$ cat config.mk
export PLATFORM = sky130hd
export DESIGN_NAME = byte_reader
export DESIGN_NICKNAME = d
export VERILOG_FILES = /design/src/capture_pkg.sv /design/src/byte_reader.sv
export SDC_FILE = /design/constraint.sdc
export NUM_CORES = 1
export LEC_CHECK = 0
export BUFFER_PORTS_ARGS = -buffer_cell sky130_fd_sc_hd__buf_2
export CAP_MARGIN = 15
export CORE_MARGIN = 2
export CORE_UTILIZATION = 30
export CTS_BUF_LIST = sky130_fd_sc_hd__clkbuf_16
export CTS_CLUSTER_SIZE = 30
export DETAILED_ROUTE_END_ITERATION = 12
export PLACE_DENSITY = 0.64
export SLEW_MARGIN = 20
export SYNTH_ARGS = -nofsm -noshare
export SYNTH_HDL_FRONTEND = slang
export SYNTH_SLANG_ARGS = --single-unit
$ cat constraint.sdc
create_clock -name adc_sampleclk -period 4.85 [get_ports adc_sampleclk]
set_input_delay 0.97 -clock adc_sampleclk [delete_from_list [all_inputs] [get_ports adc_sampleclk]]
set_output_delay 0.97 -clock adc_sampleclk [all_outputs]
set_load 0.02 [all_outputs]
$ cat src/capture_pkg.sv
`default_nettype none

package capture_pkg;

    // payload types along the capture chain
    typedef logic [11:0] sample_t;      // one adc conversion
    typedef logic [35:0] word_t;        // three samples, oldest in [35:24]
    typedef logic [7:0]  byte_t;        // one byte on the read port

    // sample counts and limits
    typedef logic [31:0] count_t;

    // capture controller states
    typedef enum logic [2:0] {
        IDLE,
        PRESAMP_FILLING,                // collecting pretrigger history
        PRESAMP_FULL,                   // history full, oldest sample dropped per write
        TRIGGERED,
        DONE                            // waiting for the sample fifo to drain
    } capture_state_t;

    localparam int SAMPLES_PER_WORD = 3;

    // fifo depths, must be powers of two
    localparam int DEFAULT_SAMPLE_DEPTH = 64;
    localparam int DEFAULT_WORD_DEPTH   = 256;

endpackage

`default_nettype wire

$ cat src/byte_reader.sv
`timescale 1ns/100ps
`default_nettype none

module byte_reader (
    input  wire                 adc_sampleclk,
    input  wire                 reset,
    input  wire                 clear_i,
    input  wire                 low_res_i,
    input  wire                 read_en_i,
    input  wire capture_pkg::word_t word_dout_i,
    input  wire                 word_empty_i,
    output logic                word_rd_o,
    output capture_pkg::byte_t  read_data_o,
    output logic                read_empty_o
);

    logic [3:0] cnt;                    // byte position within one or two words
    logic [3:0] nib_q;                  // low nibble of the first word in hi-res mode
    logic       take;
    logic       last_byte;

    // every byte needs the current head word
    assign read_empty_o = word_empty_i;
    assign take         = read_en_i && !word_empty_i;

    assign last_byte = low_res_i ? (cnt == 4'd2) : (cnt == 4'd8);
    assign word_rd_o = take && (last_byte || (!low_res_i && (cnt == 4'd3)));

    always_comb begin
        if (low_res_i) begin
            // top 8 bits of each sample
            case (cnt)
                4'd0:    read_data_o = word_dout_i[35:28];
                4'd1:    read_data_o = word_dout_i[23:16];
                4'd2:    read_data_o = word_dout_i[11:4];
                default: read_data_o = 8'h00;
            endcase
        end else begin
            // nine bytes carry two words
            case (cnt)
                4'd0:    read_data_o = word_dout_i[35:28];
                4'd1:    read_data_o = word_dout_i[27:20];
                4'd2:    read_data_o = word_dout_i[19:12];
                4'd3:    read_data_o = word_dout_i[11:4];
                4'd4:    read_data_o = {nib_q, word_dout_i[35:32]};  // split byte
                4'd5:    read_data_o = word_dout_i[31:24];
                4'd6:    read_data_o = word_dout_i[23:16];
                4'd7:    read_data_o = word_dout_i[15:8];
                4'd8:    read_data_o = word_dout_i[7:0];
                default: read_data_o = 8'h00;
            endcase
        end
    end

    always_ff @(posedge adc_sampleclk) begin
        if (reset) begin
            nib_q <= '0;
        end else if (take && !low_res_i && (cnt == 4'd3)) begin
            nib_q <= word_dout_i[3:0];      // first word leaves the fifo now
        end
    end

    always_ff @(posedge adc_sampleclk) begin
        if (reset || clear_i) begin
            cnt <= '0;
        end else if (take) begin
            if (last_byte) begin
                cnt <= '0;
            end else begin
                cnt <= cnt + 4'd1;
            end
        end
    end

endmodule

`default_nettype wire

==> reports/qor.yml, run 1 <==
run_status:
  status: "finished clean"
route:
  antenna_left: 0
  drt-initial-drc-count: 194
  drt-total-wl_um: 3619
  num_vias: 1387
  via_per_inst: 5.877
  drt-wirelength-per-cell_um: 15.33
  drt_pre_antenna_iters: 4
  drcViolationCount: 0
layout:
  syn2layout_area_growth_pct: 26.38
  mostFrequentLayoutCell: "buf_2"
  drive_gt1_share_pct: 31.38
  fin_area_um2: 1463
  final_cell_mix: "51 x buf_2, 11 x a21oi_1, 11 x a222oi_1"
  fin_util_pct: 39.65
  instances_no_fill: 236
  n_antenna_cell: 0
  fin_nets: 236
flow_run:
  drv_cap: 0
global_route:
  antenna_found_initial: 0
  grt_max_degree: 32
  grt_pass1_vias: 1196
  grt-ovfl-total: 0
  track_usage_pct: 16.45
  grt_first_pass_wirelength_um: 5699
min_path:
  min_delay_path_depth: 2
  min_from: "nib_q[2]$_SDFFE_PP0P_"
  hold-path-endpoint: "nib_q[2]$_SDFFE_PP0P_"
  min_path_type: "flop to flop"
die:
  io_pins: 52
  die_w_um: 66.11
  rows: 22
  initial_core_util_pct: 31.38
  fp.dieH_um: 66.11
  core_um2: 3689
  die_area_um2: 4371
sta:
  finalCritPeriodShare_pct: 75.32
  period_needed_ps: 3653
  rsz0062_at_grt: "false"
  finalMaxSlewViolations: 0
  max_slew_margin_pct: 31.46
  hold_viol_final: 0
  worstMarginPinSlew_ps: 1027
  fmax_ghz: 0.2738
  fin_setup_tns_ps: 0
  setup_viol: 0
  fin_skew_ps: 0.8867
placed_design:
  placed_cell_area_um2: 1388
  dp_cells: 233
  routabilityCongestion: 0.7849
  hpwl_um: 2707
  port_buffers: 51
synth:
  yosys.area.top_type_share_pct: 13.84
  synth_compound_area_share_pct: 45.30
  muxShareOfSynthArea_pct: 7.784
  synth.largest_area_cell: "dfxtp_1"
  synth_xor_area_share_pct: 0
  synth.avg_cell_area_um2: 7.716
  yosys_warnings: 0
  synth_adder_area_share_pct: 4.324
  synth_top_family_by_area: "compound AO/OA/AOI/OAI gates"
  ys_types: 38
  ys_top_cells_by_area: "dfxtp_1 14%, a222oi_1 9.5%, mux2i_1 7.8%"
  synth_cells: 150
  yosysSeqAreaShare_pct: 13.84
  netlist_area_um2: 1157
  ys_ff_latch: 8
  synthesis.nets: 196
  synth_simple_gate_area_share_pct: 19.78
clock_network:
  cts_tree: "done"
  h-tree-depth: 1
  cts_buffer_depth: 2
  clock_latency_ps: 230
  ctsRootBufferMaster: "clkbuf_16"
  cts_setup_buffers: 0
  cts_buffers: 3
  cts.sinks: 8
  clk_pin_slew_ps: 30
  cts_resized: 0
  cts-hold-fix-buffers: 0
worst_setup_path:
  rr_worst_depth: 5
  path_class: "flop to output port"
  cp-end-kind: "output port"
  r2r_slack_ps: 2740
  cpPeakStageDelay_ps: 790
  path_buf_inv: 2
  cp_data_required_time_ps: 3880
  crit_arrival_ps: 2680
  cp_slowest_cell: "ha_1"
  r2r_start: "cnt[0]$_SDFFE_PP0P_"
  critical-path-top-delay-family: "compound AO/OA/AOI/OAI gates"
  path_max_fanout: 27
  crit_chain: "inv_1 > ha_1 > nand2b_2 > a211o_4 > o32a_1 > o31ai_1 > buf_2"
  cp-start-kind: "flop"
  worst_r2r_endpoint: "nib_q[0]$_SDFFE_PP0P_"
power_and_ir_drop:
  peakVddDrop_mv: 0.1473
  powerDensity_nw_per_um2: 194.1
  leakage_uw: 0.0005690
[layer usage]
metal	wire length, um	global-route usage (%)	vias to the layer above	part of all wire (%)
li1	-	-	696	-
met1	1588	22.13	631	44
met2	1740	26.50	53	48
met3	232	2.726	7	6.4
met4	57	5.357	0	1.6
met5	0	0	-	0
[worst register-to-register path: stages (launching register included)]
cell and delay (ps):
dfxtp_1 400, ha_1 550, nand3b_1 190, or4_1 590
mux2i_1 210, nor2_1 50
[through the flow]
| stage | worst slack [ps] | power, uW | hold slack, ps |
|---|---|---|---|
| detailed placement | 1442 | 147.9 | 494.6 |
| floorplan | 1979 | 112.1 | 463.4 |
| global placement | 1499 | 148.2 | 478.8 |
| global route | 1024 | 297.5 | 542.3 |
| finish | 1197 | 283.9 | 493.4 |
| CTS | 1202 | 285.9 | 503.5 |
[power breakdown]
| part | total (uW) | switching [uW] | internal (uW) |
|---|---|---|---|
| Combinational | 80.4 | 45.3 | 35.1 |
| Clock | 137 | 30.5 | 106 |
| Sequential | 67.0 | 0.461 | 66.5 |
[state kept, by name, summed over array words and instances, names as in the netlist]
name   count
cnt        4
nib_q      4
[cell families after synthesis]
group,count (synthesis)
buffers and inverters,21
adders and majority gates,4
AOI/OAI and AO/OA,67
muxes,9
DFF,8
and+or+nand+nor,41
[worst max path at each step]
stage / startpoint / endpoint / depth (start not counted)
floorplan: word_empty_i / word_rd_o / 4
global placement: cnt[0]$_SDFFE_PP0P_ / read_data_o[1] / 7
detailed placement: cnt[0]$_SDFFE_PP0P_ / read_data_o[1] / 7
CTS: cnt[0]$_SDFFE_PP0P_ / read_data_o[1] / 7
global route: cnt[0]$_SDFFE_PP0P_ / read_data_o[1] / 7
finish: cnt[0]$_SDFFE_PP0P_ / read_data_o[1] / 7
[area by class of cell]
class	instances	area, um^2
sequential	8	160.2
inverter	5	18.77
clock buffer	3	75.07
fill	390	2226
tap	48	60.06
timing repair buffer	51	255.2
multi-input combinational	121	893.4
[Yosys cell counts]
library cell and number:
buf_4 1, a21oi_1 11, nand3_1 3, buf_6 1
nor4_2 1, o311ai_2 1, ha_1 4, inv_1 5
a22oi_1 7, or3b_1 1, buf_2 11, nor3_1 4
or3_1 2, nand3b_1 7, a22o_1 4, buf_1 1
a221oi_1 6, o32a_1 2, o22ai_1 6, nor2_1 7
nand2_1 9, clkbuf_1 2, o22a_1 1, mux2i_1 9
o221ai_1 1, a211o_4 1, a31oi_1 2, a211oi_1 4
a222oi_1 11, o211ai_1 2, or4_1 1, nand2b_2 1
or2_2 1, o21ai_1 4, o31ai_1 2, nand2b_1 4
dfxtp_1 8, o32ai_1 2
Power figures use the tool's default switching activity.
==> run 2, diff against run 1 <==
==> constraint.sdc (replaced) <==
create_clock -name adc_sampleclk -period 3.4 [get_ports adc_sampleclk]
set_input_delay 0.68 -clock adc_sampleclk [delete_from_list [all_inputs] [get_ports adc_sampleclk]]
set_output_delay 0.68 -clock adc_sampleclk [all_outputs]
set_load 0.02 [all_outputs]
==> reports/qor.yml, run 2 (synthesis results as in run 1) <==
power_and_ir_drop:
  seq_power_share_pct: 23.4  # -0.2 points
  p_sw_uw: 111.6  # +46%
  peakVddDrop_mv: 0.2249  # +53%
  p_clk_share_pct: 48.0  # about the same
  leakage_uw: 0.0006059  # +6.5%
  powerDensity_nw_per_um2: 270.0  # +39%
  power_uw: 409.1  # +44%
  power.share.combinational_pct: 28.7  # +0.4 points
  power.internal_uw: 297.5  # +43%
  swShare_pct: 27.28  # +0.42 points
clock_network:
  cts_tree: "done"
  h-tree-depth: 1  # unchanged
  clock_latency_ps: 230  # about the same
  cts_buffers: 3  # unchanged
  cts_resized: 0  # unchanged
  cts_setup_buffers: 0  # unchanged
  cts_buffer_depth: 2  # unchanged
  ctsRootBufferMaster: "clkbuf_16"
  cts.sinks: 8  # unchanged
  clk_pin_slew_ps: 40  # about the same
  cts-hold-fix-buffers: 0  # unchanged
worst_setup_path:
  crit_chain: "inv_1 > ha_1 > nand2b_2 > a211o_4 > o32a_1 > o31ai_1 > buf_2"
  cp-end-kind: "output port"
  cp-start-kind: "flop"
  cp_slowest_cell: "ha_1"
  path_max_fanout: 12  # -56%
  critical_path_cell_count: 7  # unchanged
  path_class: "flop to output port"
  critical-path-top-delay-family: "compound AO/OA/AOI/OAI gates"
  path_buf_inv: 2  # unchanged
  rr_worst_depth: 5  # unchanged
  crit_arrival_ps: 2330  # -350 ps
  cpPeakStageDelay_ps: 460  # -330 ps
  cp_data_required_time_ps: 2720  # -1160 ps
route:
  num_vias: 1468  # +5.8%
  drt_pre_antenna_iters: 5  # +1
  drcViolationCount: 0  # unchanged
  via_per_inst: 6.041  # +2.8%
  drt-total-wl_um: 3779  # +4.4%
  drt-wirelength-per-cell_um: 15.55  # +1.4%
  drt-initial-drc-count: 226  # +16%
  antenna_left: 0  # unchanged
min_path:
  min_delay_path_depth: 2  # unchanged
  min_path_type: "flop to flop"
placed_design:
  hpwl_um: 2871  # +6.0%
  port_buffers: 51  # unchanged
  routabilityCongestion: 0.7895  # +0.59%
  dp_cells: 240  # +3.0%
sta:
  fin_setup_tns_ps: 0  # unchanged
  finalCritPeriodShare_pct: 88.43
  fmax_ghz: 0.3326
  max_slew_margin_pct: 56.21  # +25 points
  period_needed_ps: 3006
  hold_slack_ps: 488.8  # -4.570 ps
  rsz0062_at_grt: "false"
  setup_viol: 0  # unchanged
  hold_viol_final: 0  # unchanged
  fin_skew_ps: 1.036  # +0.1494 ps
  worstMarginPinSlew_ps: 655.8  # -370.9 ps
  finalMaxSlewViolations: 0  # unchanged
layout:
  final_cell_mix: "51 x buf_2, 11 x a21oi_1, 11 x a222oi_1"
  syn2layout_area_growth_pct: 30.92
  drive_gt1_share_pct: 33.85  # +2.5 points
  instances_no_fill: 243  # +3.0%
  reg_top3: "cnt x4, nib_q x4"
  mostFrequentLayoutCell: "buf_2"
  n_antenna_cell: 0  # unchanged
  fin_nets: 243  # +3.0%
  fin_util_pct: 41.08  # +1.4 points
die:
  initial_core_util_pct: 31.38  # unchanged
  io_pins: 52  # unchanged
  core_um2: 3689  # unchanged
  die_area_um2: 4371  # unchanged
  rows: 22  # unchanged
  die_w_um: 66.11  # unchanged
  fp.dieH_um: 66.11  # unchanged
run_status:
  status: "finished clean"
global_route:
  grt_pass1_vias: 1264  # +5.7%
  grt_first_pass_wirelength_um: 5699  # unchanged
  track_usage_pct: 16.25  # -0.20 points
  antenna_found_initial: 0  # unchanged
  grt-ovfl-total: 0  # unchanged
  grt_max_degree: 21  # -34%
flow_run:
  drv_cap: 0  # unchanged
[run 2: cell types whose count changed in the layout (fill, tap and decap cells not counted)]
| cell | change |
|---|---|
| buf_4 | +7 |
[run 2: metal layers]
metal	vias to the layer above	part of all wire (%)	GRT usage, %
met2	79	46	26.00
met4	0	0.71	4.592
met3	2	9.3	1.533
li1	708	-	-
met5	-	0	0
met1	679	44	23.00
[run 2: final cells by class]
type,count,area [um^2]
clock buffers,3,75.07
fillers,413,2173
inverters,5,18.77
multi-input cells,121,893.4
flip-flops and latches,8,160.2
well taps,48,60.06
repair buffers,58,307.8
[run 2: worst min-delay path, stage by stage, from the launching register on]
cell,delay (ps)
dfxtp_1,310
mux2i_1,70
nor2_1,70
[run 2: power by group through the flow]
stage	Sequential, uW	Combinational [uW]	Clock (uW)
2_1_floorplan	96.8	63.1	0
3_3_place_gp	96.9	116	0
3_5_place_dp	96.9	116	0
4_1_cts	95.5	117	201
5_1_grt	95.5	126	205
6_report	95.6	117	196
[run 2: final timing paths]
kind	from	to	slack [ps]
hold / removal	nib_q[0]$_SDFFE_PP0P_	nib_q[0]$_SDFFE_PP0P_	490
setup reg to reg	cnt[0]$_SDFFE_PP0P_	nib_q[3]$_SDFFE_PP0P_	1420
setup / recovery	cnt[0]$_SDFFE_PP0P_	read_data_o[6]	390
hold reg to reg	nib_q[0]$_SDFFE_PP0P_	nib_q[0]$_SDFFE_PP0P_	490
[run 2: per-stage QoR]
stage                     setup slack (ps)  cell area [um^2]
after floorplan                       1006              1157
after global placement               725.7              1440
after detailed placement             688.0              1440
after CTS                            436.2              1515
after global routing                 329.2              1515
final                                393.5              1515
==> run 3, diff against run 2 <==
==> constraint.sdc (replaced) <==
create_clock -name adc_sampleclk -period 3.4 [get_ports adc_sampleclk]
set_input_delay 0.51 -clock adc_sampleclk [delete_from_list [all_inputs] [get_ports adc_sampleclk]]
set_output_delay 0.51 -clock adc_sampleclk [all_outputs]
set_load 0.02 [all_outputs]
==> reports/qor.yml, run 3 (synthesis results as in run 1) <==
layout:
  mostFrequentLayoutCell: "buf_2"
  syn2layout_area_growth_pct: 28.32
  fin_nets: 239  # -1.6%
  n_antenna_cell: 0  # unchanged
  seqCellArea_um2: 160.2  # unchanged
  drive_gt1_share_pct: 32.46  # -1.4 points
  fill_cells: 401  # -2.9%
  instances_no_fill: 239  # -1.6%
  multi_input_area_um2: 893.4  # unchanged
  reg_top3: "cnt x4, nib_q x4"
  final_cell_mix: "51 x buf_2, 11 x a21oi_1, 11 x a222oi_1"
die:
  die_w_um: 66.11  # unchanged
  io_pins: 52  # unchanged
  initial_core_util_pct: 31.38  # unchanged
  core_um2: 3689  # unchanged
  die_area_um2: 4371  # unchanged
  fp.dieH_um: 66.11  # unchanged
  rows: 22  # unchanged
clock_network:
  cts.sinks: 8  # unchanged
  cts_buffer_depth: 2  # unchanged
  cts_resized: 0  # unchanged
  clk_pin_slew_ps: 30  # about the same
  cts_buffers: 3  # unchanged
  cts_setup_buffers: 0  # unchanged
  cts-hold-fix-buffers: 0  # unchanged
  ctsRootBufferMaster: "clkbuf_16"
  cts_tree: "done"
  h-tree-depth: 1  # unchanged
  clock_latency_ps: 230  # about the same
run_status:
  status: "finished clean"
sta:
  setup_viol: 0  # unchanged
  worstMarginPinSlew_ps: 834.0  # +178.2 ps
  fmax_ghz: 0.3270  # -1.7%
  period_needed_ps: 3058  # +51.36 ps
  fin_setup_tns_ps: 0  # unchanged
  finalMaxSlewViolations: 0  # unchanged
  finalCritPeriodShare_pct: 89.94  # +1.5 points
  hold_slack_ps: 507.9  # +19.11 ps
  hold_viol_final: 0  # unchanged
  rsz0062_at_grt: "false"
  max_slew_margin_pct: 44.40  # -12 points
  setup_ws_ps: 342.1  # -51.36 ps
  fin_skew_ps: 0.5434  # -0.4927 ps
worst_setup_path:
  rr_worst_depth: 5  # unchanged
  cp_data_required_time_ps: 2890  # +170 ps
  path_max_fanout: 23  # +11
  cp-end-kind: "output port"
  cp-start-kind: "flop"
  path_class: "flop to output port"
  r2r_start: "cnt[0]$_SDFFE_PP0P_"
  crit_arrival_ps: 2550  # +220 ps
  critPathLaunch: "cnt[0]$_SDFFE_PP0P_"
  worst_r2r_endpoint: "nib_q[2]$_SDFFE_PP0P_"
  r2r_slack_ps: 1280  # -140 ps
route:
  num_vias: 1469  # +0.068%
  antenna_left: 0  # unchanged
  drt_pre_antenna_iters: 5  # unchanged
  drt-wirelength-per-cell_um: 15.95  # +2.6%
  drcViolationCount: 0  # unchanged
  via_per_inst: 6.146  # +1.7%
  drt-initial-drc-count: 203  # -10%
  drt-total-wl_um: 3813  # +0.90%
placed_design:
  port_buffers: 51  # unchanged
  hpwl_um: 2823  # -1.6%
  pre_cts_slack_ps: 615.3  # -72.71 ps
  dp_cells: 236  # -1.7%
  routabilityCongestion: 0.7660  # -3.0%
min_path:
  min_path_type: "input port to flop"
  min_delay_path_depth: 2  # unchanged
  min_from: "reset"
  hold-path-endpoint: "nib_q[1]$_SDFFE_PP0P_"
power_and_ir_drop:
  leakage_uw: 0.0005841  # -3.6%
  powerDensity_nw_per_um2: 273.6  # +1.3%
  peakVddDrop_mv: 0.1616  # -28%
  power_uw: 406.3  # -0.69%
global_route:
  track_usage_pct: 17.35  # +1.1 points
  grt_first_pass_wirelength_um: 6051  # +6.2%
  grt_pass1_vias: 1315  # +4.0%
  grt-ovfl-total: 0  # unchanged
  grt_max_degree: 25  # +19%
  antenna_found_initial: 0  # unchanged
flow_run:
  drv_cap: 0  # unchanged
## run 3: changes by cell type in the layout (fill, tap and decap cells not counted)
cell	before	now
buf_4	7	3
## run 3: area by class of cell
| class | count | area share [%] |
|---|---|---|
| tap | 48 | 4.044 |
| timing repair buffer | 54 | 18.70 |
| clock buffer | 3 | 5.055 |
| sequential | 8 | 10.78 |
| multi-input combinational | 121 | 60.15 |
| inverter | 5 | 1.264 |
## run 3: routing by layer
metal	wire, um	vias up	track usage [%]
li1	-	704	-
met4	62	0	6.122
met5	0	-	0
met3	342	8	1.874
met2	1816	92	29.63
met1	1592	665	22.38
## run 3: how the worst max path moves through the flow
stage	endpoint	slack [ps]	cells past startpoint
after floorplan	read_data_o[1]	1180	6
after global placement	read_data_o[6]	680	6
after detailed placement	read_data_o[1]	620	6
after CTS	read_data_o[1]	370	6
after global routing	read_data_o[6]	200	7
final	read_data_o[6]	340	6
## run 3: through the flow
stage	instance area, um^2	util (%)
6_report	1485	40.26
5_1_grt	1485	40.26
4_1_cts	1485	40.26
3_5_place_dp	1410	38.23
3_3_place_gp	1410	38.23
2_1_floorplan	1157	-
## run 3: critical path, cell delays in order, from the launching register on
cell	delay, ps
dfxtp_1	410
ha_1	740
nor4_2	160
a211o_4	400
o32a_1	350
o31ai_1	60
buf_2	200
## run 3: power breakdown
part           leakage (uW)  switching, uW  total, uW  internal [uW]
clock network     0.0000370           43.0        194            151
registers         0.0000645          0.697       95.6           94.9
logic              0.000483           65.8        116           50.6
total              0.000584            109        406            297
